`src/hdl/acc_pkg.sv`:
```
`default_nettype none

package acc_pkg;

    // event format
    localparam int NUM_SURFS         = 7;
    localparam int SAMPLES_PER_CHUNK = 384;
    localparam int CHUNKS_PER_EVENT  = 4;
    // one chunk holds every SURF's slice back to back
    localparam int CHUNK_WORDS       = NUM_SURFS * SAMPLES_PER_CHUNK;

    // per-SURF input FIFO depth in words
    localparam int FIFO_DEPTH        = 16;
    // array read register plus output register
    localparam int READ_LATENCY      = 2;

    typedef logic [63:0] word_t;
    typedef logic [11:0] buf_addr_t;
    typedef logic [8:0]  sample_idx_t;
    typedef logic [2:0]  surf_idx_t;
    // low bit picks the bank
    typedef logic [1:0]  chunk_idx_t;

    // each WRITE_n writes SURF n and latches the word of the SURF after it
    typedef enum logic [3:0] {
        IDLE,
        PREP_0,
        WRITE_0, WRITE_1, WRITE_2, WRITE_3, WRITE_4, WRITE_5, WRITE_6,
        SIGNAL_READOUT,
        PAUSE
    } wr_state_t;

endpackage

`default_nettype wire

```
`src/hdl/chunk_ram_if.sv`:
```
`timescale 1ns/100ps
`default_nettype none

interface chunk_ram_if;

    // write port, owned by the write sequencer
    logic              wr_en;
    logic              wr_bank;
    acc_pkg::buf_addr_t wr_addr;
    acc_pkg::word_t    wr_data;

    // read port, issued by the readout sequencer
    logic              rd_en;
    logic              rd_bank;
    acc_pkg::buf_addr_t rd_addr;
    // comes back READ_LATENCY cycles after rd_en
    acc_pkg::word_t    rd_data;

    modport writer (output wr_en, wr_bank, wr_addr, wr_data);

    modport reader (output rd_en, rd_bank, rd_addr, input rd_data);

    modport ram (
        input  wr_en, wr_bank, wr_addr, wr_data,
        input  rd_en, rd_bank, rd_addr,
        output rd_data
    );

endinterface

`default_nettype wire

```
`src/hdl/chunk_writer.sv`:
```
`timescale 1ns/100ps
`default_nettype none

module chunk_writer (
    input  wire                                     memclk,
    input  wire                                     memresetn,
    input  acc_pkg::word_t [acc_pkg::NUM_SURFS-1:0] fifo_data_i,
    input  wire  [acc_pkg::NUM_SURFS-1:0]           fifo_valid_i,
    input  wire  [acc_pkg::NUM_SURFS-1:0]           fifo_almost_empty_i,
    output logic [acc_pkg::NUM_SURFS-1:0]           fifo_pop_o,
    chunk_ram_if.writer                             ram,
    output logic                                    chunk_done_o,
    output acc_pkg::chunk_idx_t                     chunk_id_o,
    input  wire  [1:0]                              bank_clear_i
);

    acc_pkg::wr_state_t   state;
    acc_pkg::sample_idx_t sample_cnt;
    acc_pkg::chunk_idx_t  chunk_cnt;
    logic [1:0]           bank_full;

    // word latched one state ahead of its write
    acc_pkg::word_t       data_q;

    logic                 in_write;
    acc_pkg::surf_idx_t   cur_surf;
    acc_pkg::surf_idx_t   next_surf;
    logic                 all_valid;
    logic                 all_next_valid;

    // WRITE_0..WRITE_6 are contiguous in the enum
    assign in_write = (state >= acc_pkg::WRITE_0) && (state <= acc_pkg::WRITE_6);
    assign cur_surf = acc_pkg::surf_idx_t'(state - acc_pkg::WRITE_0);
    // after SURF 6 (and in PREP_0) the next word to latch is SURF 0
    assign next_surf = (in_write && cur_surf != acc_pkg::NUM_SURFS - 1) ?
                       cur_surf + 1'b1 : '0;

    // PREP_0 needs a word from every SURF before the round starts
    assign all_valid = &fifo_valid_i;
    // SURF 6 is being popped right now, so it must hold a second word
    assign all_next_valid = (&fifo_valid_i[acc_pkg::NUM_SURFS-2:0]) &&
                            !fifo_almost_empty_i[acc_pkg::NUM_SURFS-1];

    // the FIFO output is still the same word during the pop cycle
    assign fifo_pop_o = in_write ? (acc_pkg::NUM_SURFS'(1) << cur_surf) : '0;

    assign ram.wr_en   = in_write;
    assign ram.wr_bank = chunk_cnt[0];
    // each SURF owns a contiguous slice of the bank
    assign ram.wr_addr = acc_pkg::buf_addr_t'(cur_surf * acc_pkg::SAMPLES_PER_CHUNK) +
                         acc_pkg::buf_addr_t'(sample_cnt);
    assign ram.wr_data = data_q;

    assign chunk_done_o = (state == acc_pkg::SIGNAL_READOUT);
    assign chunk_id_o   = chunk_cnt;

    always_ff @(posedge memclk) begin
        data_q <= fifo_data_i[next_surf];
    end

    always_ff @(posedge memclk) begin
        if (!memresetn) begin
            state      <= acc_pkg::IDLE;
            sample_cnt <= '0;
            chunk_cnt  <= '0;
        end else begin
            unique case (state)
                acc_pkg::IDLE: begin
                    sample_cnt <= '0;
                    // every event starts in bank 0
                    if (fifo_valid_i[0] && !bank_full[0]) state <= acc_pkg::PREP_0;
                end
                acc_pkg::PREP_0: begin
                    if (all_valid) state <= acc_pkg::WRITE_0;
                end
                acc_pkg::WRITE_6: begin
                    if (sample_cnt == acc_pkg::SAMPLES_PER_CHUNK - 1) begin
                        sample_cnt <= '0;
                        state      <= acc_pkg::SIGNAL_READOUT;
                    end else begin
                        sample_cnt <= sample_cnt + 1'b1;
                        // full rate if nobody ran dry, else regroup
                        state <= all_next_valid ? acc_pkg::WRITE_0 : acc_pkg::PREP_0;
                    end
                end
                acc_pkg::SIGNAL_READOUT: begin
                    // 2-bit count wraps back to chunk 0 for the next event
                    chunk_cnt <= chunk_cnt + 1'b1;
                    if (chunk_cnt == acc_pkg::chunk_idx_t'(acc_pkg::CHUNKS_PER_EVENT - 1)) begin
                        state <= acc_pkg::IDLE;
                    end else if (!bank_full[~chunk_cnt[0]]) begin
                        state <= acc_pkg::PREP_0;
                    end else begin
                        state <= acc_pkg::PAUSE;
                    end
                end
                acc_pkg::PAUSE: begin
                    // chunk count already points at the new bank
                    if (!bank_full[chunk_cnt[0]]) state <= acc_pkg::PREP_0;
                end
                default: begin
                    // WRITE_0..WRITE_5 just walk to the next SURF
                    state <= acc_pkg::wr_state_t'(state + 1'b1);
                end
            endcase
        end
    end

    // bank flags, set by the first write and cleared once read out
    always_ff @(posedge memclk) begin
        if (!memresetn) begin
            bank_full <= '0;
        end else begin
            for (int b = 0; b < 2; b++) begin
                if (bank_clear_i[b]) begin
                    bank_full[b] <= 1'b0;
                end else if (in_write && chunk_cnt[0] == b[0]) begin
                    bank_full[b] <= 1'b1;
                end
            end
        end
    end

    // a new chunk only lands in a bank the reader has released
    a_bank_free: assert property (@(posedge memclk) disable iff (!memresetn)
        (state == acc_pkg::WRITE_0 && sample_cnt == '0) |-> !bank_full[chunk_cnt[0]]);

endmodule

`default_nettype wire

```
`src/flat_wrapper.sv`:
```
// flat-port wrapper written by rule: the top's interface ports become plain ports
module chunk_writer_flat 
  (memclk, memresetn, fifo_data_i, fifo_valid_i, fifo_almost_empty_i, fifo_pop_o, chunk_done_o, chunk_id_o, bank_clear_i, ram_wr_en, ram_wr_bank, ram_wr_addr, ram_wr_data);
  chunk_ram_if ram_i ();
  input  wire memclk;
  input  wire memresetn;
  input  acc_pkg::word_t [acc_pkg::NUM_SURFS-1:0] fifo_data_i;
  input  wire  [acc_pkg::NUM_SURFS-1:0] fifo_valid_i;
  input  wire  [acc_pkg::NUM_SURFS-1:0] fifo_almost_empty_i;
  output logic [acc_pkg::NUM_SURFS-1:0] fifo_pop_o;
  output logic chunk_done_o;
  output acc_pkg::chunk_idx_t chunk_id_o;
  input  wire  [1:0] bank_clear_i;
  output wire logic [$bits(ram_i.wr_en)-1:0] ram_wr_en;
  output wire logic [$bits(ram_i.wr_bank)-1:0] ram_wr_bank;
  output wire logic [$bits(ram_i.wr_addr)-1:0] ram_wr_addr;
  output wire logic [$bits(ram_i.wr_data)-1:0] ram_wr_data;
  assign ram_wr_en = ram_i.wr_en;
  assign ram_wr_bank = ram_i.wr_bank;
  assign ram_wr_addr = ram_i.wr_addr;
  assign ram_wr_data = ram_i.wr_data;
  chunk_writer u_core (.memclk(memclk), .memresetn(memresetn), .fifo_data_i(fifo_data_i), .fifo_valid_i(fifo_valid_i), .fifo_almost_empty_i(fifo_almost_empty_i), .fifo_pop_o(fifo_pop_o), .ram(ram_i), .chunk_done_o(chunk_done_o), .chunk_id_o(chunk_id_o), .bank_clear_i(bank_clear_i));
endmodule
```
`config.mk`:
```
export PLATFORM = sky130hd
export DESIGN_NAME = chunk_writer_flat
export DESIGN_NICKNAME = d
export VERILOG_FILES = /design/src/hdl/acc_pkg.sv /design/src/hdl/chunk_ram_if.sv /design/src/hdl/chunk_writer.sv /design/src/flat_wrapper.sv
export SDC_FILE = /design/constraint.sdc
export NUM_CORES = 1
export LEC_CHECK = 0
export ABC_AREA = 1
export BUFFER_PORTS_ARGS = -buffer_cell sky130_fd_sc_hd__buf_2
export CAP_MARGIN = 20
export CORE_AREA = 4 4 214 216
export DETAILED_ROUTE_END_ITERATION = 10
export DIE_AREA = 0 0 218 220
export PLACE_DENSITY = 0.46
export SLEW_MARGIN = 20
export SYNTH_ARGS = -nofsm -noshare
export SYNTH_HDL_FRONTEND = slang
export SYNTH_SLANG_ARGS = --single-unit
```
`constraint.sdc`:
```
create_clock -name memclk -period 3.9 [get_ports memclk]
set_input_delay 0.585 -clock memclk [delete_from_list [all_inputs] [get_ports memclk]]
set_output_delay 0.585 -clock memclk [all_outputs]
set_load 0.03 [all_outputs]
```
# After elaboration in Yosys (flattened, before gate mapping)
# Cells that the tools add are included.
# Widths: inputs -> output; s select.
[totals] latch_bits=0 mem_count=0 elab_cells=64 ff_bits=81 mem_bits_rw=0 in_bits=466 out_inout_bits=88 mem_bits_ro=0
[op_classes] n_lt_le_gt_ge=5 n_bitwise=2 n_eq_ne=10 shifts=1 div=0 multipliers=1 reduce_logical=15 mux=18 addsub=6
[ops] cell="$bmux 64 s3" n=1
[ops] cell="$mux 64" n=1
[ops] cell="$mux 4" n=6
[ops] cell="$pmux 4 s5" n=1
[ops] cell="$pmux 9 s2" n=1
[ops] cell="$add 12x9->12" n=1
[ops] cell="$eq 4x4->1 const B" n=3
[ops] cell="$add 9x1->9 const B" n=1
[ops] cell="$eq 9x9->1 const B" n=1
[ops] cell="$mux 9" n=1
[ops] cell="$mux 7" n=1
[ops] cell="$reduce_and 7->1" n=1
[ops] cell="$shl 1x3->7 const A" n=1
[ops] cell="$logic_and 1x1->1" n=6
[ops] cell="$reduce_and 6->1" n=1
[ops] cell="$mul 3x2->5 const B" n=1
[ops] cell="$add 4x1->4 const B" n=1
[ops] cell="$eq 4x1->1 const B" n=1
[ops] cell="$ge 4x2->1 const B" n=1
[ops] cell="$le 4x4->1 const B" n=1
[ops] cell="$logic_not 4->1" n=1
[ops] cell="$lt 1x2->1 const B" n=2
[ops] cell="$lt 3x4->1 const B" n=1
[ops] cell="$mux 1" n=4
[ops] cell="14 further kinds" n=18

# Longest topological paths before layout
[logic_depth] ltp_word=6 mapped_depth=14 ltp_nobuf=11

# Worst setup path before layout
# OpenSTA, ideal clock, no wires.
[synth_path] kind="flip-flop to output port" startpoint="register u_core.state[0]" endpoint="output port ram_wr_addr[9]" slack_ns=1.113 path_buffers=2 stages_incl_launch_ff=8 required_time_ns=3.315 arrival_ns=2.202 cell_sequence="dfxtp_1 -> buf_2 -> inv_1 -> clkbuf_1 -> ha_1 -> inv_1 -> fa_1 -> xnor2_1"
[synth_via] elab_chain_cells=3
[synth_rtl] item="start: declaration" line="chunk_writer.sv:17" text="acc_pkg::wr_state_t state;"
[synth_rtl] item="start signal: assignment" line="chunk_writer.sv:63" text="state <= acc_pkg::IDLE;"
[synth_rtl] item="start signal: assignment" line="chunk_writer.sv:71" text="if (fifo_valid_i[0] && !bank_full[0]) state <= acc_pkg::PREP_0;"
[synth_rtl] item="start signal: assignment" line="chunk_writer.sv:74" text="if (all_valid) state <= acc_pkg::WRITE_0;"
[synth_rtl] item="$sub 3x2->3" line="chunk_writer.sv:33" text="assign cur_surf = acc_pkg::surf_idx_t'(state - acc_pkg::WRITE_0);"
[synth_rtl] item="$mul 3x2->5" line="chunk_writer.sv:50" text="assign ram.wr_addr = acc_pkg::buf_addr_t'(cur_surf * acc_pkg::SAMPLES_PER_CHUNK) +"
[synth_rtl] item="$add 12x9->12" line="chunk_writer.sv:50"
[synth_rtl] item="end: declaration" line="flat_wrapper.sv:16" text="output wire logic [$bits(ram_i.wr_addr)-1:0] ram_wr_addr;"
# No other way between the ends.

# Final worst setup path
[layout_path] startpoint="register u_core.state[0]" endpoint="output port ram_wr_addr[10]"
# Same word-level chain as after synthesis.

==> flow_summary_export.csv <==
group,metric,value,unit
synth,synthAdderAreaFrac,1.87,%
clocking,worstSkewPairLatency,380,ps
synth,synthXorXnorAreaFrac,0.728,%
floorplan,rows,77,
worst_hold_path,hold_class,"input port to flip-flop",
sta,hold_ws,355,ps
synth,synth_warnings,0,
sta,setup_viol,0,
clocking,clock-root-buffer,"clkbuf_16",
sta,fin_tns_setup,0,ps
synth,synthSimpleGateAreaFrac,54.3,%
power,clkPwrFrac,10.2,%
power,leakagePower,0.00759,uW
clocking,cts_resized,0,
grt,overflow,0,
sta,slew-limit-headroom,37.8,%
placement,portBuffers,547,
setup_path,crit_fanout,37,
placement,dp.cells,2785,
final_layout,final_cell_area,11900,um^2
sta,final_max_slew_viol_count,0,
synth,netlist_area,8430,um^2
clocking,clkTransAtPathRegs,80,ps
final_layout,fillers,5295,
synth,synth_flop_cell,"dfxtp_1",
setup_path,endpoint_kind,"primary output",
floorplan,start_util,19.2,%
flow_run,cap_violations,0,
sta,worstMarginPinSlew,933,ps
power,p_int,3610,uW
floorplan,fp.dieW,218,um
clocking,post_cts_buffers,0,
final_layout,nets,2682,
routing,ant_nets,0,
setup_path,path_class,"flip-flop to primary output",
run_status,status,"finished clean",
synth,synth_compound_area_share,7.50,%
placement,dp_hpwl,32400,um
floorplan,dieArea,48000,um^2
sta,fin_crit_sh,78.5,%
final_layout,post-route-util,27.2,%
power,powerDensity,755,nW/um^2
routing,first_pass_iters,6,
power,comb_power_share,75.0,%
sta,finalCriticalPeriod,3060,ps
final_layout,post_layout_nonfiller_instances,2807,
synth,synth_edf_count,0,
synth,async_reset_ff_share,0,%
setup_path,required,3310,ps
placement,gp_congestion,0.895,
synth,syn_nets,2212,
grt,grt_pass1_vias,11100,
routing,vias_per_cell,4.11,
clocking,numCtsBuffers,9,
final_layout,area.growth.synth_to_final,41.8,%
final_layout,drive_gt1_share,26.8,%
power,seq_power_share,14.9,%
routing,postRouteWirelength,42100,um
setup_path,cp.arrival,2480,ps
sta,max_freq,0.326,GHz
synth,synth_mux_area_share,0,%
synth,syn_inst,1734,
grt,grt_antenna_before_repair,7,
routing,avgRoutedWirePerCell,15.0,um
grt,grt_usage,16.5,%
power,p_sw,5410,uW
clocking,cts_hold_buffers,0,
synth,ys_seq_elements,81,
power,ir_drop,0.800,mV
synth,syn_area_per_cell,4.86,um^2
sta,rsz0062_at_grt,"no",
setup_path,cp-start-kind,"flip-flop",
sta,hold_viol,0,
clocking,cts_sinks,81,
grt,grt_pass1_wl,61500,um
worst_hold_path,whs_path_depth,2,
power,p_sw_share,60.0,%
routing,drt_iter0_markers,630,
routing,vias,11500,
sta,finClkSkew,12.5,ps
routing,drcViolationCount,0,
synth,synthDistinctLibCells,25,
setup_path,rr_worst_depth,12,
clocking,cts_tree,"yes",
floorplan,ios,554,
placement,placed_area,11600,um^2
clocking,cts.path.max_buffers,2,
clocking,cts.htree.levels,3,
floorplan,fp.dieH,220,um
synth,synth_top_family_by_area,"simple AND/OR/NAND/NOR gates",
floorplan,core_area,43900,um^2
synth,ys_seq_area_share,19.2,%
grt,grt_max_degree,100,
[per-layer routing]
layer  share of wire [%]  up-vias  GRT usage, %
met5               0.028        -             0
met4                 2.3        2          5.27
met3                 6.6       51          3.86
met2                  50      358          29.1
met1                  41     5084          19.9
li1                    -     6028             -
[worst paths after layout]
kind	start	endpoint	slack [ps]
setup / recovery	u_core.state[0]	ram_wr_addr[10]	840
hold / removal	bank_clear_i[0]	u_core.bank_full[0]	350
setup reg to reg	u_core.state[1]	u_core.ram.wr_data[11]	1010
hold reg to reg	u_core.chunk_id_o[1]	u_core.chunk_id_o[1]	500
[worst max-delay path, stage by stage (launching register included)]
cell and delay, ps:
dfxtp_4 360, buf_4 410, ha_1 390, nand2_1 80, o21ai_0 100, xor2_1 300
xor2_1 220, buf_2 230
[cell usage after synthesis, types with 3 or more instances]
| cell type | number | area share [%] |
|---|---|---|
| ha_1 | 11 | 1.6 |
| inv_1 | 224 | 10 |
| nor3_1 | 3 | 0.18 |
| o21ai_0 | 9 | 0.53 |
| nand3_1 | 14 | 0.83 |
| nand2_1 | 576 | 26 |
| buf_2 | 70 | 4.2 |
| nor2_1 | 608 | 27 |
| xnor2_1 | 3 | 0.31 |
| clkbuf_1 | 28 | 1.2 |
| a21oi_1 | 14 | 0.83 |
| o211ai_1 | 64 | 5.7 |
| nand4_1 | 4 | 0.30 |
| buf_4 | 9 | 0.80 |
| xor2_1 | 4 | 0.42 |
| dfxtp_1 | 81 | 19 |
[logic make-up after synthesis]
kind of cell,count (synthesis)
and+or+nand+nor,1208
buffers and inverters,334
AOI/OAI and AO/OA,92
xor gates and xnor gates,7
adders and majority gates,12
DFF,81
[registers in the layout (all words and copies together) (netlist names)]
name and flops:
u_core.bank_full 2, u_core.state 4, u_core.sample_cnt 9, u_core.chunk_id_o 2, u_core.ram.wr_data 64
[layout by cell type, fill, tap and decap left out, types with 6 or more instances in the layout]
cell | Yosys | final
a21oi_1 | 14 | 14
buf_12 | 0 | 7
buf_2 | 70 | 547
buf_4 | 9 | 13
clkbuf_16 | 0 | 9
dfxtp_1 | 81 | 80
diode_2 | 0 | 6
ha_1 | 11 | 10
inv_1 | 224 | 221
nand2_1 | 576 | 575
nand3_1 | 14 | 14
nor2_1 | 608 | 608
o211ai_1 | 64 | 64
o21ai_0 | 9 | 9
[power by group through the flow]
stage	logic, uW	registers [uW]	clock network (uW)
2_1_floorplan	3910	2070	0
3_3_place_gp	6800	1360	0
3_5_place_dp	6810	1360	0
4_1_cts	6830	1340	970
5_1_grt	7550	1370	993
6_report	6760	1340	918
[cell type report]
type	count	area (um^2)	area share, %
inverter	226	848	7.10
clock inverter	7	68.8	0.576
antenna	6	15.0	0.126
sequential	81	1630	13.6
clock buffer	9	225	1.89
tap	592	741	6.20
timing repair buffer	567	2980	24.9
multi-input combinational	1319	5450	45.6
[through the flow]
step	total power, uW	worst slack (ps)
floorplan	5980	1110
finish	9020	837
CTS	9140	786
global placement	8160	925
detailed placement	8170	965
global route	9910	664
No activity file was read; power rests on OpenSTA's default activity.
