File: src/hdl/acc_pkg.sv
`default_nettype none

package acc_pkg;

    // event format
    localparam int NUM_SURFS         = 7;
    localparam int SAMPLES_PER_CHUNK = 384;
    localparam int CHUNKS_PER_EVENT  = 4;
    // one chunk holds every SURF's slice back to back
    localparam int CHUNK_WORDS       = NUM_SURFS * SAMPLES_PER_CHUNK;

    // per-SURF input FIFO depth in words
    localparam int FIFO_DEPTH        = 16;
    // array read register plus output register
    localparam int READ_LATENCY      = 2;

    typedef logic [63:0] word_t;
    typedef logic [11:0] buf_addr_t;
    typedef logic [8:0]  sample_idx_t;
    typedef logic [2:0]  surf_idx_t;
    // low bit picks the bank
    typedef logic [1:0]  chunk_idx_t;

    // each WRITE_n writes SURF n and latches the word of the SURF after it
    typedef enum logic [3:0] {
        IDLE,
        PREP_0,
        WRITE_0, WRITE_1, WRITE_2, WRITE_3, WRITE_4, WRITE_5, WRITE_6,
        SIGNAL_READOUT,
        PAUSE
    } wr_state_t;

endpackage

`default_nettype wire

File: src/hdl/chunk_ram_if.sv
`timescale 1ns/100ps
`default_nettype none

interface chunk_ram_if;

    // write port, owned by the write sequencer
    logic              wr_en;
    logic              wr_bank;
    acc_pkg::buf_addr_t wr_addr;
    acc_pkg::word_t    wr_data;

    // read port, issued by the readout sequencer
    logic              rd_en;
    logic              rd_bank;
    acc_pkg::buf_addr_t rd_addr;
    // comes back READ_LATENCY cycles after rd_en
    acc_pkg::word_t    rd_data;

    modport writer (output wr_en, wr_bank, wr_addr, wr_data);

    modport reader (output rd_en, rd_bank, rd_addr, input rd_data);

    modport ram (
        input  wr_en, wr_bank, wr_addr, wr_data,
        input  rd_en, rd_bank, rd_addr,
        output rd_data
    );

endinterface

`default_nettype wire

File: src/hdl/chunk_reader.sv
`timescale 1ns/100ps
`default_nettype none

module chunk_reader (
    input  wire                 memclk,
    input  wire                 memresetn,
    input  wire                 chunk_done_i,
    input  acc_pkg::chunk_idx_t chunk_id_i,
    chunk_ram_if.reader         ram,
    output logic [1:0]          bank_clear_o,
    input  wire                 payload_has_space_i,
    output acc_pkg::word_t      payload_o,
    output logic [4:0]          payload_ident_o,
    output logic                payload_valid_o,
    output logic                payload_last_o
);

    // queue of finished chunks waiting for readout
    acc_pkg::chunk_idx_t queue [4];
    logic [1:0]          q_wr_ptr;
    logic [1:0]          q_rd_ptr;
    logic [2:0]          q_count;
    logic                q_pop;

    // burst state
    logic                 rd_active;
    acc_pkg::chunk_idx_t  rd_chunk;
    acc_pkg::buf_addr_t   rd_addr;
    acc_pkg::sample_idx_t rd_sample;
    acc_pkg::surf_idx_t   rd_surf;
    logic                 last_sample;

    // tags travelling next to the RAM read
    logic [acc_pkg::READ_LATENCY-1:0] vld_pipe;
    logic [acc_pkg::READ_LATENCY-1:0] last_pipe;
    acc_pkg::surf_idx_t               surf_pipe [acc_pkg::READ_LATENCY];
    acc_pkg::chunk_idx_t              chunk_pipe [acc_pkg::READ_LATENCY];
    logic                             chunk_end;

    // has-space only matters at the start of a chunk
    assign q_pop       = !rd_active && (q_count != 0) && payload_has_space_i;
    assign last_sample = (rd_sample == acc_pkg::SAMPLES_PER_CHUNK - 1);

    assign ram.rd_en   = rd_active;
    assign ram.rd_bank = rd_chunk[0];
    assign ram.rd_addr = rd_addr;

    always_ff @(posedge memclk) begin
        if (chunk_done_i) begin
            queue[q_wr_ptr] <= chunk_id_i;
        end
    end

    always_ff @(posedge memclk) begin
        if (!memresetn) begin
            q_wr_ptr  <= '0;
            q_rd_ptr  <= '0;
            q_count   <= '0;
            rd_active <= 1'b0;
        end else begin
            if (chunk_done_i) q_wr_ptr <= q_wr_ptr + 1'b1;
            if (q_pop) q_rd_ptr <= q_rd_ptr + 1'b1;
            if (chunk_done_i && !q_pop) begin
                q_count <= q_count + 1'b1;
            end else if (q_pop && !chunk_done_i) begin
                q_count <= q_count - 1'b1;
            end
            // a started chunk runs to its last word without a gap
            if (q_pop) begin
                rd_active <= 1'b1;
            end else if (last_sample && rd_surf == acc_pkg::NUM_SURFS - 1) begin
                rd_active <= 1'b0;
            end
        end
    end

    // linear walk through the bank, counting samples within each SURF
    always_ff @(posedge memclk) begin
        if (!rd_active) begin
            rd_addr   <= '0;
            rd_sample <= '0;
            rd_surf   <= '0;
            if (q_pop) rd_chunk <= queue[q_rd_ptr];
        end else begin
            rd_addr   <= rd_addr + 1'b1;
            rd_sample <= last_sample ? '0 : rd_sample + 1'b1;
            if (last_sample) rd_surf <= rd_surf + 1'b1;
        end
    end

    always_ff @(posedge memclk) begin
        if (!memresetn) begin
            vld_pipe  <= '0;
            last_pipe <= '0;
        end else begin
            vld_pipe[0]  <= rd_active;
            // sample counter rests at zero outside a burst
            last_pipe[0] <= last_sample;
            for (int k = 1; k < acc_pkg::READ_LATENCY; k++) begin
                vld_pipe[k]  <= vld_pipe[k-1];
                last_pipe[k] <= last_pipe[k-1];
            end
        end
    end

    always_ff @(posedge memclk) begin
        surf_pipe[0]  <= rd_surf;
        chunk_pipe[0] <= rd_chunk;
        for (int k = 1; k < acc_pkg::READ_LATENCY; k++) begin
            surf_pipe[k]  <= surf_pipe[k-1];
            chunk_pipe[k] <= chunk_pipe[k-1];
        end
    end

    assign payload_o       = ram.rd_data;
    assign payload_valid_o = vld_pipe[acc_pkg::READ_LATENCY-1];
    assign payload_last_o  = last_pipe[acc_pkg::READ_LATENCY-1];
    // identity is chunk * 8 + SURF
    assign payload_ident_o = {chunk_pipe[acc_pkg::READ_LATENCY-1],
                              surf_pipe[acc_pkg::READ_LATENCY-1]};

    // the last word of SURF 6 frees the bank
    assign chunk_end = payload_last_o &&
                       (surf_pipe[acc_pkg::READ_LATENCY-1] == acc_pkg::NUM_SURFS - 1);
    assign bank_clear_o[0] = chunk_end && !chunk_pipe[acc_pkg::READ_LATENCY-1][0];
    assign bank_clear_o[1] = chunk_end && chunk_pipe[acc_pkg::READ_LATENCY-1][0];

    // two banks bound the writer, so four entries never fill past capacity
    a_queue_no_overflow: assert property (@(posedge memclk) disable iff (!memresetn)
        chunk_done_i |-> (q_count != 3'd4 || q_pop));

    a_last_needs_valid: assert property (@(posedge memclk) disable iff (!memresetn)
        payload_last_o |-> payload_valid_o);

endmodule

`default_nettype wire

File: src/flat_wrapper.sv
// flat-port wrapper written by rule: the top's interface ports become plain ports
module chunk_reader_flat 
  (memclk, memresetn, chunk_done_i, chunk_id_i, bank_clear_o, payload_has_space_i, payload_o, payload_ident_o, payload_valid_o, payload_last_o, ram_rd_en, ram_rd_bank, ram_rd_addr, ram_rd_data);
  chunk_ram_if ram_i ();
  input  wire memclk;
  input  wire memresetn;
  input  wire chunk_done_i;
  input  acc_pkg::chunk_idx_t chunk_id_i;
  output logic [1:0] bank_clear_o;
  input  wire payload_has_space_i;
  output acc_pkg::word_t payload_o;
  output logic [4:0] payload_ident_o;
  output logic payload_valid_o;
  output logic payload_last_o;
  output wire logic [$bits(ram_i.rd_en)-1:0] ram_rd_en;
  output wire logic [$bits(ram_i.rd_bank)-1:0] ram_rd_bank;
  output wire logic [$bits(ram_i.rd_addr)-1:0] ram_rd_addr;
  input wire logic [$bits(ram_i.rd_data)-1:0] ram_rd_data;
  assign ram_rd_en = ram_i.rd_en;
  assign ram_rd_bank = ram_i.rd_bank;
  assign ram_rd_addr = ram_i.rd_addr;
  assign ram_i.rd_data = ram_rd_data;
  chunk_reader u_core (.memclk(memclk), .memresetn(memresetn), .chunk_done_i(chunk_done_i), .chunk_id_i(chunk_id_i), .ram(ram_i), .bank_clear_o(bank_clear_o), .payload_has_space_i(payload_has_space_i), .payload_o(payload_o), .payload_ident_o(payload_ident_o), .payload_valid_o(payload_valid_o), .payload_last_o(payload_last_o));
endmodule
File: config.mk
export PLATFORM = sky130hd
export DESIGN_NAME = chunk_reader_flat
export DESIGN_NICKNAME = d
export VERILOG_FILES = /design/src/hdl/acc_pkg.sv /design/src/hdl/chunk_ram_if.sv /design/src/hdl/chunk_reader.sv /design/src/flat_wrapper.sv
export SDC_FILE = /design/constraint.sdc
export NUM_CORES = 1
export LEC_CHECK = 0
export ABC_AREA = 0
export BUFFER_PORTS_ARGS = -buffer_cell sky130_fd_sc_hd__buf_2
export CAP_MARGIN = 40
export CORE_MARGIN = 4
export CORE_UTILIZATION = 39
export DETAILED_ROUTE_END_ITERATION = 16
export PLACE_DENSITY_LB_ADDON = 0.12
export SLEW_MARGIN = 20
export SYNTH_ARGS = -nofsm -noshare
export SYNTH_HDL_FRONTEND = slang
export SYNTH_SLANG_ARGS = --single-unit
File: constraint.sdc
create_clock -name memclk -period 2.1 [get_ports memclk]
set_clock_uncertainty 0.15 [all_clocks]
set_input_delay 0.21 -clock memclk [delete_from_list [all_inputs] [get_ports memclk]]
set_output_delay 0.21 -clock memclk [all_outputs]
set_load 0.02 [all_outputs]
# --- After elaboration in Yosys (flattened, before gate mapping) ---
# Memories as Yosys holds them, arrays and structs flattened. A register that Yosys moved wholly into a read port is not among the register bits.
# Cells that the tools add are included.
classes:
  n_bitwise: 1
  mux: 6
  eq_ne: 3
  n_addsub: 7
  reduce_logical: 17
ops:
  columns: ["op", "count"]
  rows:
  - ["adder 12 x 1 -> 12 bit (second input constant)", 1]
  - ["adder 9 x 1 -> 9 bit (second input constant)", 1]
  - ["equality test 9 bit (second input constant)", 1]
  - ["logical AND 1 bit", 8]
  - ["adder 3 x 1 -> 3 bit (second input constant)", 2]
  - ["equality test 3 bit (second input constant)", 2]
  - ["2-to-1 mux 3 bit", 2]
  - ["adder 2 x 1 -> 2 bit (second input constant)", 2]
  - ["logical NOT 1 bit", 4]
  - ["2-to-1 mux 1 bit", 4]
  - ["nonzero test 2 bit", 2]
  - ["nonzero test 3 bit", 1]
  - ["subtractor 3 x 1 -> 3 bit (second input constant)", 1]
  - ["AND reduction 2 bit", 1]
  - ["OR reduction 2 bit", 1]
  - ["NOT 1 bit", 1]
word_totals:
  out_inout_bits: 87
  regBits: 36
  mem_bits_rw: 18
  input_bits: 70
  memories: 3
  word_cells: 46
mem_list:
  columns: ["name", "depth", "width", "rd", "rd_clocked_by_memory_dff", "write_ports", "line", "text"]
  rows:
  - ["u_core.queue", 4, 2, 1, 1, 1, "chunk_reader.sv:19", "acc_pkg::chunk_idx_t queue [4];"]
  - ["u_core.surf_pipe", 2, 3, 2, 0, 2, "chunk_reader.sv:36", "acc_pkg::surf_idx_t surf_pipe [acc_pkg::READ_LATENCY];"]
  - ["u_core.chunk_pipe", 2, 2, 2, 0, 2, "chunk_reader.sv:37", "acc_pkg::chunk_idx_t chunk_pipe [acc_pkg::READ_LATENCY];"]

# --- Logic depth before layout (Yosys ltp) ---
# Gate-level depths: netlist of run 1.
logic_depth:
  depth_word: 6
  depth_mapped: 9
  mapped_depth_nobuf: 9

# --- Worst setup path before layout of run 1 ---
# No wires, ideal clock.
synth_timing:
  path_kind: "reg-to-reg"
  from: "register u_core.rd_active, in the netlist u_core.ram.rd_en"
  to: "register u_core.q_count[2]"
  t_required_ps: 1878
  n_path_buf: 0
  stages_incl_launch_ff: 10
  setup_slack_ps: -138
  arrival_time_ps: 2015
  setup_time_ps: 72
  period_less_slack_ps: 2238
  path_cell_list: "dfxtp_1 > nand2b_1 > nor2_1 > inv_1 > ha_1 > inv_1 > fa_1 > xor2_1 > or3_1 > a21oi_1"
synth_between:
  elab_chain_len: 6
  elab_cells_between_ends: 8
  classes_between: "mux (1); reduce/logical (7)"
synth_lines:
  columns: ["element", "line", "text"]
  rows:
  - ["start: declaration", "chunk_reader.sv:26", "logic rd_active;"]
  - ["start signal: assignment", "chunk_reader.sv:59", "rd_active <= 1'b0;"]
  - ["start signal: assignment", "chunk_reader.sv:70", "rd_active <= 1'b1;"]
  - ["start signal: assignment", "chunk_reader.sv:72", "rd_active <= 1'b0;"]
  - ["logical NOT 1 bit *", null, null]
  - ["logical AND 1 bit * (2 in series)", "chunk_reader.sv:41", "assign q_pop = !rd_active && (q_count != 0) && payload_has_space_i;"]
  - ["logical NOT 1 bit", "chunk_reader.sv:63", "if (chunk_done_i && !q_pop) begin"]
  - ["logical AND 1 bit", "chunk_reader.sv:63", null]
  - ["2-to-1 mux 3 bit or nonzero test 2 bit (tied branches)", null, null]
  - ["end signal: assignment", "chunk_reader.sv:64", "q_count <= q_count + 1'b1;"]
  - ["end signal: assignment", "chunk_reader.sv:66", "q_count <= q_count - 1'b1;"]
  - ["end: declaration", "chunk_reader.sv:22", "logic [2:0] q_count;"]
# Mark *: on every way between the ends. The rest lies on a longest branch, timed or not.
# A chain may end at the register's enable or synchronous reset.

# --- Final worst setup path of run 1 ---
layout_timing:
  from: "register u_core.q_count[2]"
  to: "register u_core.q_count[2]"
layout_between:
  elab_chain_len: 6
  elab_cells_between_ends: 11
  classes_between: "add/sub (2); mux (2); reduce/logical (7)"
layout_lines:
  columns: ["element"]
  rows:
  - ["parallel branches: the longest is 6 deep, another holds subtractor 3 x 1 -> 3 bit"]
# Several ways; the timed one is not identified. The select of a mux whose other input is x is not followed.

==> metrics, run 1 <==
gpl congestion=0.731; # DRC=0; Pwr Density=935 nW/um^2; Root Driver=clkbuf_8; post-layout min period=1.99 ns; ys async rst share=0%; Slew Limit Fails=0; initial antenna violation count=0; drt initial violations=28; Max Root-Sink Buffers=2; proportion of layout cells with a drive suffix above 1=24.9%; hold slack=0.0150 ns; GR Util met1=15.7%; CTS buffer count=5; Post-synth EDFFs=10; Mapped Nets=347; Tot GR Track Use=14.8%; Num Clock Sinks=56; met3 GRT Util=9.08%; outcome=completed; combinational power share=21.7%; sequential-to-total area share from yosys stat=45.8%; first-pass GRT wire length=9190 um; RSZ-0062 raised after global routing=yes; ANT cells=0; switching share of power=28.6%; CTS H-Tree Depth=2; hold crit path type=input pin to flip-flop; post-DR wirelength/cell=19.6 um; Critical Path Sink Type=flip-flop; # nets final=320; Synth cell types=35; total power=2.42 mW; drt via density=5.04; ys flop type=dfxtp_1; vias in the first global route=1507; post-DP HPWL=4960 um; row cnt=29; max_cap viols=0; starting density of the core=41.1%; Die X-Extent=90.7 um; Area Growth Syn to Fin=-3.10%; number of iterations in the first detailed-routing pass=4; leak pwr=0.994 nW; average cell area after synthesis=9.99 sq um; most common cell after layout, fill and taps aside=dfxtp_1; Die Ht=90.7 um; core area=6490 sq um; Worst-Margin Slew=0.683 ns; IO Count=157; Synth Register Bits=56; cell mode on critical path=inv_2; Max VDD drop=0.602 mV; Cell Area, Synth=2670 sq um; Setup TNS Final=0 ns; cells after synthesis=267; Seq pwr share=53.0%; critical path type=flip-flop to flip-flop; largest net degree at the start of global routing=21; crit path max fanout=3; WP data required=2.17 ns; clock power share=25.3%; cell internal pwr=1.73 mW; CTS tree=yes; Max transition margin=54.4%; final WL=6240 um; grt met2 use=22.4%; Final Hold Viols=0; DIE AREA=8220 sq um; grt peak-use layer=met2; synth warn=0; Final setup viols=0; vias=1604; post-layout util=39.8%; crit-path cells=nor3_4, nor2_2, inv_2, ha_4, inv_2, fa_2, xor2_1, or3_1, a21oi_1; I/O Buffers=28; CP max stage cell=dfxtp_2; final worst-path cycle share=95.0%; GR Overflow Total=0; crit path DAT=2.07 ns; clk_lat worst skew=0.31 ns; Max stage delay on crit path=0.35 ns; P_sw=0.691 mW; f_max=0.501 GHz; post-route ant nets=0; most frequent cells in the layout=dfxtp_1 (43), buf_2 (28), nor2_1 (16), a21oi_1 (16), inv_1 (11); CP Launch Type=flip-flop; Clock transition at path regs=0.09 ns
## worst max-delay path: cells and delay by family, from the launching register on
family                     cells  cell delay, ns
adders and majority gates      2            0.45
AOI/OAI and AO/OA              1            0.11
buffers and inverters          2            0.10
xor gates and xnor gates       1            0.15
DFF                            1            0.35
and+or+nand+nor                3            0.61
## routing by layer
layer | routed length (um) | vias to the layer above
met4 | 301 | 0
met5 | 0 | -
met3 | 844 | 25
li1 | - | 783
met1 | 2360 | 696
met2 | 2730 | 100
## state kept, by name, indices dropped and copies added, names as in the netlist, 2 cells and up
signal,cells
u_core.q_wr_ptr,2
u_core.surf_pipe,6
u_core.queue,8
u_core.ram.rd_addr,12
u_core.last_pipe,2
u_core.q_count,3
u_core.q_rd_ptr,2
u_core.vld_pipe,2
u_core.chunk_pipe,4
u_core.rd_chunk,2
u_core.rd_sample,9
u_core.rd_surf,3
## synth_stat cells, types with 2 or more instances
cell type  count  area, sq um
nand3_2        2         20.0
mux4_2         2         45.0
dfxtp_1       46          921
inv_1         13         48.8
nand3_1        5         25.0
nor2_1        17         63.8
nand4_1        2         12.5
and2_1         7         43.8
o31ai_1        7         52.6
nand2b_1       2         12.5
buf_4         69          518
xnor2_1        3         26.3
xor2_1         6         52.6
ha_1           9          113
nor3_1         2         10.0
nand2_1        8         30.0
or3_1          7         43.8
a21oi_1       16         80.1
o21ai_0       10         50.1
or4_1          7         52.6
edfxtp_1      10          300
clkbuf_1       2         7.51
mux2i_1        3         30.0
## final timing paths
check,depth (start not counted),slack [ns],startpoint,endpoint
setup / recovery,9,0.11,u_core.q_count[2],u_core.q_count[2]
hold / removal,2,0.02,memresetn,u_core.vld_pipe[1]
setup reg to reg,9,0.11,u_core.q_count[2],u_core.q_count[2]
hold reg to reg,0,0.19,u_core.surf_pipe[0][2],u_core.surf_pipe[0][5]
## cell type report
| cell class | count | area (sq um) |
|---|---|---|
| Clock buffer | 7 | 86.3 |
| Clock inverter | 1 | 8.76 |
| Fill cell | 657 | 3910 |
| Inverter | 14 | 52.6 |
| Multi-Input combinational cell | 124 | 887 |
| Sequential cell | 56 | 1220 |
| Tap cell | 77 | 96.3 |
| Timing Repair Buffer | 39 | 228 |
## metrics by stage
step	cell area [sq um]	instances	worst slack [ns]
after detailed placement	2430	306	-0.00134
after global routing	2580	318	-0.0180
after CTS	2560	317	0.0263
final	2580	318	0.105
after global placement	2430	306	0.0492
after floorplan	2680	267	0.0119
## power groups by stage
stage                     clock [mW]  sequential, mW  combinational [mW]
final                          0.611            1.28               0.524
after global routing           0.679            1.30               0.592
after CTS                      0.637            1.28               0.497
after detailed placement           0            1.30               0.477
after global placement             0            1.30               0.472
after floorplan                    0            1.33               0.455
## cells by family (layout without fill, tap and decap cells)
| logic type | Yosys count | after routing | share of synthesized area, % |
|---|---|---|---|
| AO/OA/AOI/OAI | 35 | 35 | 7.37 |
| adder cells (fa/ha/maj) | 10 | 10 | 4.97 |
| buffers and inverters | 87 | 61 | 22.3 |
| multiplexers | 5 | 5 | 2.82 |
| AND/OR/NAND/NOR | 65 | 65 | 13.8 |
| flip-flops | 56 | 56 | 45.8 |
| XOR/XNOR | 9 | 9 | 2.96 |
## what timing repair did
item                                   4_1_cts  5_1_grt
resized for setup                            3        6
setup endpoints to repair                    1        1
pin swaps                                    2        4
hold buffers                                 2        0
buffers inserted                             1        1
endpoints found under the hold margin        8        0
Note: power is estimated with default switching activity, not from simulation.
==> run 2: changes to the inputs <==
==> constraint.sdc (replaced) <==
create_clock -name memclk -period 2.1 [get_ports memclk]
set_clock_uncertainty 0.15 [all_clocks]
set_input_delay 0.105 -clock memclk [delete_from_list [all_inputs] [get_ports memclk]]
set_output_delay 0.105 -clock memclk [all_outputs]
set_load 0.02 [all_outputs]
==> metrics, run 2 (synthesized netlist as in run 1, its figures left out) <==
Pwr Density=951 nW/um^2 (was 935 nW/um^2); ANT cells=0 (unchanged); drt via density=5.01 (was 5.04); # fillers=620 (was 657); Cell Area, Placed=2430 sq um (unchanged); Final Hold Viols=0 (unchanged); vias in the first global route=1597 (was 1507); critical path type=flip-flop to flip-flop (unchanged); Setup TNS Final=0 ns (unchanged); WP data required=2.18 ns (was 2.17 ns); post-route ant nets=0 (unchanged); Root Driver=clkbuf_8 (unchanged); initial antenna violation count=0 (unchanged); critical path launch point=u_core.q_count[2] (unchanged); Largest regs=u_core.ram.rd_addr (12), u_core.rd_sample (9), u_core.queue (8) (unchanged); Largest register FFs=12 (unchanged); Die X-Extent=90.7 um (unchanged); first-pass GRT wire length=9600 um (was 9190 um); clk_lat worst skew=0.31 ns (about the same); # DRC=0 (unchanged); Max Root-Sink Buffers=2 (unchanged); FF-to-FF setup slack=0.02 ns (was 0.11 ns); outcome=completed (unchanged); combinational power share=23.0% (was 21.7%); cell internal pwr=1.81 mW (was 1.73 mW); switching share of power=28.5% (was 28.6%); crit path max fanout=3 (unchanged); IO Count=157 (unchanged); proportion of layout cells with a drive suffix above 1=26.4% (was 24.9%); Tot GR Track Use=15.4% (was 14.8%); DIE AREA=8220 sq um (unchanged); max_cap viols=0 (unchanged); f_max=0.482 GHz (was 0.501 GHz); gpl congestion=0.744 (was 0.731); worst r2r path cells=9 (unchanged); final WL=6360 um (was 6240 um); # nets final=329 (was 320); largest net degree at the start of global routing=21 (unchanged); Area Growth Syn to Fin=-0.235% (was -3.10%); Seq pwr share=50.9% (was 53.0%); crit path DAT=2.16 ns (was 2.07 ns); reg2reg start=u_core.q_count[2] (unchanged); post-layout util=41.0% (was 39.8%); number of iterations in the first detailed-routing pass=4 (unchanged); CTS H-Tree Depth=2 (unchanged); most common cell after layout, fill and taps aside=dfxtp_1 (unchanged); post-DR wirelength/cell=19.4 um (was 19.6 um); leak pwr=1.04 nW (was 0.994 nW); Die Ht=90.7 um (unchanged); hold crit path type=input pin to output port (was input pin to flip-flop); Non-Filler Instances=327 (was 318); Critical Path Sink Type=flip-flop (unchanged); Num Clock Sinks=56 (unchanged); Max transition margin=56.2% (was 54.4%); Final setup viols=0 (unchanged); Worst Setup EP=u_core.q_count[2] (unchanged); Worst Hold Depth=0 (was 2); GR Overflow Total=0 (unchanged); CP Launch Type=flip-flop (unchanged); core area=6490 sq um (unchanged); clock power share=26.1% (was 25.3%); Final Cell Area=2660 sq um (was 2580 sq um); Max VDD drop=0.366 mV (was 0.602 mV); Setup WS pre-CTS=-0.0280 ns (was -0.00134 ns); Clock transition at path regs=0.10 ns (was 0.09 ns); reg-to-reg endpoint=u_core.q_count[2] (unchanged); Worst-Margin Slew=0.656 ns (was 0.683 ns); P_sw=0.720 mW (was 0.691 mW); drt initial violations=40 (was 28); Biggest register=u_core.ram.rd_addr (unchanged); vias=1639 (was 1604); most frequent cells in the layout=dfxtp_1 (43), buf_2 (28), nor2_1 (16), a21oi_1 (16), buf_4 (16) (was dfxtp_1 (43), buf_2 (28), nor2_1 (16), a21oi_1 (16), inv_1 (11)); I/O Buffers=28 (unchanged); starting density of the core=41.1% (unchanged); final worst-path cycle share=98.9% (was 95.0%); CTS buffer count=5 (unchanged); CTS tree=yes (unchanged); row cnt=29 (unchanged); RSZ-0062 raised after global routing=yes (unchanged); final setup margin=0.0235 ns (was 0.105 ns); placed cells=306 (unchanged); post-DP HPWL=4960 um (about the same); post-layout min period=2.08 ns (was 1.99 ns); Slew Limit Fails=0 (unchanged)
run 2: cell count changes in the layout (fill, tap and decap cells not counted), moves of 2 or more:
cell	change
inv_2	-2
dlygate4sd3_1	+2
inv_1	+2
buf_4	+7
run 2: stage by stage:
stage / hold WS (ns) / total power, mW
finish: 0.0600 / 2.53
global route: 0.0539 / 2.68
CTS: 0.0358 / 2.55
detailed placement: 0.0601 / 1.77
global placement: 0.0601 / 1.78
floorplan: 0.0539 / 1.79
run 2: worst min-delay path by stage:
| stage | from | end | slack, ns |
|---|---|---|---|
| 2_1_floorplan | chunk_id_i[0] | u_core.queue[0][0] | 0.05 |
| 3_3_place_gp | ram_rd_data[22] | payload_o[22] | 0.06 |
| 3_5_place_dp | ram_rd_data[22] | payload_o[22] | 0.06 |
| 4_1_cts | payload_has_space_i | u_core.q_rd_ptr[1] | 0.04 |
| 5_1_grt | payload_has_space_i | u_core.q_rd_ptr[0] | 0.05 |
| 6_report | ram_rd_data[62] | payload_o[62] | 0.06 |
run 2: layer usage:
metal,up-vias,track usage (%),share of wire [%]
met4,0,5.61,1.7
met3,12,12.8,19
met5,-,3.85,0
met1,726,13.6,31
li1,798,-,-
met2,103,25.3,48
run 2: final cells by class:
class	count	area (sq um)	share of cell area (%)
clock inverters	2	12.5	0.470
repair buffers	48	300	11.3
inverters	14	52.6	1.98
well taps	77	96.3	3.62
flip-flops and latches	56	1230	46.1
multi-input cells	124	877	33.0
clock buffers	6	93.8	3.53
run 2: power by group through the flow:
stage                     sequential (mW)  clock (mW)  combinational, mW
after detailed placement             1.30           0              0.474
after global placement               1.30           0              0.478
after CTS                            1.28       0.684              0.584
after floorplan                      1.33           0              0.455
final                                1.29       0.660              0.583
after global routing                 1.30       0.727              0.651
run 2: timing repair:
action / in CTS / in global routing
pin swaps: 3 / 2
setup endpoints to repair: 1 / 3
hold endpoints to repair: 12 / 0
setup buffers: 10 / 0
hold buffers: 4 / 0
gates resized for setup: 3 / 4
run 2: critical path, stage by stage (launching register included):
cell     delay (ns)
dfxtp_4        0.37
nor3_4         0.23
nor2_2         0.06
inv_1          0.07
ha_2           0.17
inv_1          0.05
fa_2           0.33
xor2_1         0.15
or3_1          0.31
a21oi_1        0.12
